File: config.mk
export PLATFORM = sky130hd
export DESIGN_NAME = dcache_controller
export DESIGN_NICKNAME = d
export VERILOG_FILES = /design/src/logic/dcache_pkg.sv /design/src/logic/dcache_controller.sv
export VERILOG_INCLUDE_DIRS = /design/src /design/src/logic
export SDC_FILE = /design/constraint.sdc
export NUM_CORES = 1
export LEC_CHECK = 0
export BUFFER_PORTS_ARGS = -buffer_cell sky130_fd_sc_hd__buf_2
export CAP_MARGIN = 40
export CORE_MARGIN = 2
export CORE_UTILIZATION = 31
export CTS_BUF_LIST = sky130_fd_sc_hd__clkbuf_2 sky130_fd_sc_hd__clkbuf_4 sky130_fd_sc_hd__clkbuf_8
export DETAILED_ROUTE_END_ITERATION = 7
export PLACE_DENSITY = 0.8
export SYNTH_ARGS = -nofsm -noshare
export SYNTH_HDL_FRONTEND = slang
export SYNTH_SLANG_ARGS = --single-unit
File: constraint.sdc
create_clock -name clk -period 1.85 [get_ports clk]
set_clock_uncertainty 0.1 [all_clocks]
set_input_delay 0.37 -clock clk [delete_from_list [all_inputs] [get_ports clk]]
set_output_delay 0.37 -clock clk [all_outputs]
set_load 0.01 [all_outputs]
File: src/logic/dcache_defs.svh
`ifndef DCACHE_DEFS_SVH
`define DCACHE_DEFS_SVH

//////////////////////////////
// cache geometry
//////////////////////////////

// byte address and cpu word
`define DC_ADDR_W      32
`define DC_WORD_W      32

// four words per line
`define DC_LINE_WORDS  4
`define DC_LINE_W      128

// direct mapped, 256 lines
`define DC_INDEX_W     8
`define DC_LINES       256

// address split: tag 31..12, index 11..4, word 3..2
`define DC_TAG_W       20
`define DC_OFFSET_W    2
`define DC_STRB_W      4

`endif

File: src/logic/dcache_pkg.sv
`include "dcache_defs.svh"

package dcache_pkg;

    //////////////////////////////
    // vector types
    //////////////////////////////

    // full byte address from the cpu
    typedef logic [`DC_ADDR_W-1:0]   addr_t;
    // one cpu data word
    typedef logic [`DC_WORD_W-1:0]   word_t;
    // one whole cache line, word 0 in the low bits
    typedef logic [`DC_LINE_W-1:0]   line_t;
    // address fields
    typedef logic [`DC_TAG_W-1:0]    tag_t;
    typedef logic [`DC_INDEX_W-1:0]  index_t;
    typedef logic [`DC_OFFSET_W-1:0] offset_t;
    // one enable per byte lane
    typedef logic [`DC_STRB_W-1:0]   strb_t;

    //////////////////////////////
    // controller states
    //////////////////////////////

    typedef enum logic [1:0] {
        compare_tag,
        writeback,
        allocate
    } cache_state_t;

endpackage

File: src/logic/dcache_controller.sv
`timescale 1ns/1ns
`include "dcache_defs.svh"

module dcache_controller (
    input  logic                 clk,
    input  logic                 reset,

    // cpu request
    input  dcache_pkg::addr_t    cpu_addr,
    input  logic                 cpu_read,
    input  logic                 cpu_write,
    output logic                 cpu_done,

    // entry read back from the tag store
    input  logic                 entry_valid,
    input  logic                 entry_dirty,
    input  dcache_pkg::tag_t     entry_tag,

    // controls into both stores
    output dcache_pkg::index_t   index,
    output dcache_pkg::offset_t  offset,
    output logic                 word_we,
    output logic                 mark_dirty,
    output logic                 fill_we,
    output dcache_pkg::tag_t     fill_tag,

    // memory side
    input  logic                 mem_rvalid,
    input  logic                 mem_wack,
    output logic                 mem_read,
    output logic                 mem_write,
    output dcache_pkg::addr_t    mem_addr
);

    dcache_pkg::cache_state_t state;
    dcache_pkg::cache_state_t next_state;

    // tag field of the request
    dcache_pkg::tag_t req_tag;

    // either request level
    logic req;

    // stored line matches the request
    logic hit;

    //////////////////////////////
    // address split
    //////////////////////////////

    assign req_tag = cpu_addr[`DC_ADDR_W-1 -: `DC_TAG_W];
    assign index   = cpu_addr[`DC_ADDR_W-`DC_TAG_W-1 -: `DC_INDEX_W];
    assign offset  = cpu_addr[`DC_ADDR_W-`DC_TAG_W-`DC_INDEX_W-1 -: `DC_OFFSET_W];

    assign req = cpu_read | cpu_write;

    // hit is only trusted in compare_tag
    assign hit = entry_valid && (entry_tag == req_tag);

    // a fill always carries the tag of the pending request
    assign fill_tag = req_tag;

    //////////////////////////////
    // state register
    //////////////////////////////

    always_ff @(posedge clk)
    begin
        if (reset)
            state <= dcache_pkg::compare_tag;
        else
            state <= next_state;
    end

    //////////////////////////////
    // next state and outputs
    //////////////////////////////

    always_comb
    begin
        // defaults: idle in every state
        next_state = state;
        cpu_done   = 1'b0;
        word_we    = 1'b0;
        mark_dirty = 1'b0;
        fill_we    = 1'b0;
        mem_read   = 1'b0;
        mem_write  = 1'b0;
        mem_addr   = '0;

        case (state)
            dcache_pkg::compare_tag:
            begin
                if (req && hit)
                begin
                    // served right here, zero wait
                    cpu_done = 1'b1;
                    if (cpu_write)
                    begin
                        word_we    = 1'b1;
                        mark_dirty = 1'b1;
                    end
                end
                else if (req)
                begin
                    // miss, flush a dirty victim first
                    if (entry_valid && entry_dirty)
                        next_state = dcache_pkg::writeback;
                    else
                        next_state = dcache_pkg::allocate;
                end
            end

            dcache_pkg::writeback:
            begin
                // victim line address comes from the stored tag
                mem_write = 1'b1;
                mem_addr  = {entry_tag, index,
                             {(`DC_ADDR_W-`DC_TAG_W-`DC_INDEX_W){1'b0}}};
                if (mem_wack)
                    next_state = dcache_pkg::allocate;
            end

            dcache_pkg::allocate:
            begin
                // fetch the line of the request
                mem_read = 1'b1;
                mem_addr = {req_tag, index,
                            {(`DC_ADDR_W-`DC_TAG_W-`DC_INDEX_W){1'b0}}};
                if (mem_rvalid)
                begin
                    // line and tag written at this edge
                    fill_we    = 1'b1;
                    next_state = dcache_pkg::compare_tag;
                end
            end

            default:
            begin
                next_state = dcache_pkg::compare_tag;
            end
        endcase
    end

    //////////////////////////////
    // checks
    //////////////////////////////

    a_one_request: assert property (@(posedge clk) disable iff (reset)
        !(cpu_read && cpu_write));

    a_one_mem_op: assert property (@(posedge clk) disable iff (reset)
        !(mem_read && mem_write));

    // a pending request holds until done
    a_req_stable: assert property (@(posedge clk) disable iff (reset)
        (req && !cpu_done) |=>
            ($stable(cpu_addr) && $stable(cpu_read) && $stable(cpu_write)));

endmodule

After elaboration in Yosys (flattened, before gate mapping)
Cells that the tools add are included.

Output and inout port bits: 68. Logic and storage cells: 30. Input port bits: 60. Register bits after elaboration: 2.

Eq/ne operators: 7. Reduce and logical (&&, ||, !) cells: 5. Mux-type cells: 16. Bitwise logic cells: 1.

Operators by type and width (number): one-hot mux 32 bit (2 select lines) (1); equality test 20 bit (1); 2-to-1 mux 2 bit (5); 2-to-1 mux 1 bit (9); inequality test 2 bit, second input constant (4); one-hot mux 2 bit (3 select lines) (1); AND reduction 4 bit (1); logical AND 1 bit (3); equality test 2 x 1 -> 1 bit, second input constant (1); equality test 2 bit, second input constant (1); zero test 2 bit (1); bitwise OR 1 bit (1).

Depth between registers and ports, before layout
Word-level depth: 5. Gate-level depth with buffers: 8. Mapped depth without buffers: 7.

Least setup slack after synthesis
Ideal clock, no wire load.

Path kind: input-to-output. Start point: input port cpu_addr[30]. End point: output port word_we. Setup slack: -0.277 ns. Arrival: 1.657 ns. Buffers on the path: 1. Required time: 1.380 ns. Cell stages on the path: 6. Path through: xnor2_1 nand4_1 or4_4 nor2_4 and2_1 buf_4.

Longest elaborated chain between the ends: 5.

RTL lines: start: declaration (line dcache_controller.sv:9) `input dcache_pkg::addr_t cpu_addr,`; equality test 20 bit (line dcache_controller.sv:58) `assign hit = entry_valid && (entry_tag == req_tag);`; logical AND 1 bit (line dcache_controller.sv:58); logical AND 1 bit (line dcache_controller.sv:94) `if (req && hit)`; 2-to-1 mux 1 bit (2 in series); end: declaration (line dcache_controller.sv:22) `output logic word_we,`.

Every way passes these cells.

Final worst setup path
Start point: input port entry_tag[15]. End point: output port mark_dirty.

Longest elaborated chain between the ends: 5.

RTL lines: start: declaration (line dcache_controller.sv:17) `input dcache_pkg::tag_t entry_tag,`; equality test 20 bit (line dcache_controller.sv:58); logical AND 1 bit (line dcache_controller.sv:58); logical AND 1 bit (line dcache_controller.sv:94); 2-to-1 mux 1 bit (line dcache_controller.sv:94); 2-to-1 mux 1 bit (line dcache_controller.sv:91) `case (state)`; end: declaration (line dcache_controller.sv:23) `output logic mark_dirty,`.

Every way passes these cells.

==> results.toml <==
[outcome]
status = "finished, violations left"
violations = "negative setup slack"

[critical_path]
start_kind = "input pin"
r2r_setup_slack_ps = 70
cp-end-kind = "primary output"
r2r_cells = 7
crit_type = "in -> out"
critPathMaxFanout = 2
r2r-start = "state[0]$_SDFFE_PP0P_"
critical_path_required_ps = 1380
critPathArrivalTime_ps = 1660
r2r-end = "state[1]$_SDFFE_PP0P_"

[route]
antenna_left = 0
first_pass_iters = 4
wirelength_um = 4180
drc = 0
vias = 1449
drt-initial-drc-count = 36
wl_per_cell_um = 13.3
vias_per_cell = 4.61

[layout]
largest-register = "state"
final_nets = 333
top_regs = "state x2"
final_area_um2 = 2230
area_delta_synth_final_pct = 111
nFillCells = 279
largest_reg_flops = 2
drive_above_1_share = 0.780
num_antenna_cells = 0

[floorplan]
start_util = 0.320
core-area_um2 = 3310
io_pins = 128
dieWidth_um = 62.4
dieArea_um2 = 3900
die_h_um = 62.4
fp-row-count = 21

[run]
cap_violations = 0

[global_route]
met3_usage = 0.0270
overflow = 0
grt_pass1_vias = 1475
grt_max_degree = 16
grt.met1_usage = 0.228
grt_pass1_wl_um = 6620
grt_usage = 0.205
use_met2 = 0.411
antenna_found_initial = 0
busiest_layer = "met2"

[pwr]
p_leak_uw = 0.00110
p_per_area_nw_per_um2 = 438
peakVddDrop_v = 0.000171

[sta]
final-max-slew-violation-count = 0
rsz0062_at_grt = "true"
finalSetupTns_ps = -1810
fmax_ghz = 0.469
setup_viol = 31
layout_setup_ws_ps = -281
hold_viol = 0
final.period_utilization = 1.15
min_period_ps = 2130

[placement]
dpl_cell_area_um2 = 1670
port_buffers = 117
gp_congestion = 0.791
hpwl_um = 2820

[synth]
netlist_area_um2 = 1060
synth-seq-cells = 2
ys_seq_area_frac = 0.0378
yosysUniqueCellTypes = 25
syn_inst = 147
yosys_warnings = 0
async_flop_share = 0
synth_ff_type = "dfxtp_1"
synth_edf_count = 0
postSynthAreaPerCell_um2 = 7.20

[clock_network]
cts_buffer_depth = 2
h-tree-depth = 1
cts_buffers = 3
clk_pin_slew_worst_paths_ps = 30
holdBufCountCts = 0
cts_tree = "done"
clock-sinks = 2
clkLatencyLatePin_ps = 220
clockRootBuffer = "clkbuf_4"

[hold_path]
holdPathEnd = "state[0]$_SDFFE_PP0P_"
hold_path_depth = 3
min_path_type = "in -> reg"
hp-start = "reset"
==> cells in the mapped netlist, drive strengths merged (3+ instances only) <==
cell type  number  area share
nand2           3       0.011
nor4            3       0.018
ha              3       0.035
clkbuf          6       0.021
buf            35        0.25
and2           10       0.059
nand4           3       0.018
xor2            7       0.058
xnor2          13        0.11
o21ai           3       0.014
nor2b          22        0.13
nor2            4       0.021
a22oi          20        0.14
==> placed cells by master (no fill, tap or decap), drive strengths merged <==
cell type	n
nor2b	22
dfxtp	2
nand2b	1
nand4	3
o21a	1
conb	4
nor4	3
and2	10
clkbuf	4
nand3	2
a22oi	20
a2bb2oi	2
a211o	1
xnor2	13
or3	1
inv	2
xor2	7
a21oi	1
ha	3
nor2	4
o21ai	3
or4	1
buf	155
nand2	3
==> cell type report <==
type / count / area [µm²] / area share
Multi-Input combinational cell: 105 / 981 / 0.439
Tap cell: 46 / 57.6 / 0.0258
Inverter: 2 / 7.51 / 0.00336
Clock buffer: 3 / 22.5 / 0.0101
Timing Repair Buffer: 156 / 1120 / 0.502
Sequential cell: 2 / 42.5 / 0.0191
==> stage by stage <==
stage / hold slack (ps) / utilization / setup slack (ps) / instances / power, µW
after floorplan: 450 / - / -161 / 150 / 385
after global placement: 606 / 0.505 / -298 / 301 / 606
after detailed placement: 604 / 0.505 / -324 / 301 / 612
after CTS: 369 / 0.635 / -262 / 311 / 915
after global routing: 370 / 0.674 / -378 / 314 / 1060
final: 368 / 0.674 / -281 / 314 / 977
==> cell families after synthesis <==
| family | synth area share |
|---|---|
| AND/OR/NAND/NOR | 0.288 |
| adder cells (fa/ha/maj) | 0.0355 |
| XOR/XNOR | 0.165 |
| buffers and inverters | 0.277 |
| other | 0.00354 |
| AO/OA/AOI/OAI | 0.193 |
| flip-flops | 0.0378 |
==> how the worst max path moves through the flow <==
stage	start	to	slack [ps]	cells past startpoint
global route	entry_tag[11]	mark_dirty	-380	7
CTS	cpu_addr[20]	mark_dirty	-260	7
detailed placement	cpu_addr[14]	mark_dirty	-320	7
finish	entry_tag[15]	mark_dirty	-280	7
floorplan	cpu_addr[20]	word_we	-160	6
global placement	cpu_addr[14]	word_we	-300	7
==> critical path, cell delays in order <==
cell and delay (ps):
buf_2 120, xnor2_2 160, nand4_1 120, or4_4 520
nor2_4 110, and2_4 160, buf_6 100
==> timing repair <==
| action | CTS | global route |
|---|---|---|
| setup endpoints to repair | 32 | 33 |
| gates resized for setup | 70 | 20 |
| pin swaps | 30 | 5 |
| setup buffers | 3 | 2 |
| cloned | 4 | 1 |
==> where the power goes <==
group | switching [µW] | internal [µW]
clock network | 19.8 | 71.1
registers | 3.80 | 50.6
logic | 358 | 473
==> metal layers <==
layer | share of wire | up-vias | wire length, µm
met5 | 0 | - | 0
met4 | 0.0072 | 0 | 30
met3 | 0.066 | 4 | 274
met2 | 0.55 | 69 | 2290
met1 | 0.38 | 663 | 1590
li1 | - | 713 | -
No activity file was read; power rests on OpenSTA's default activity.
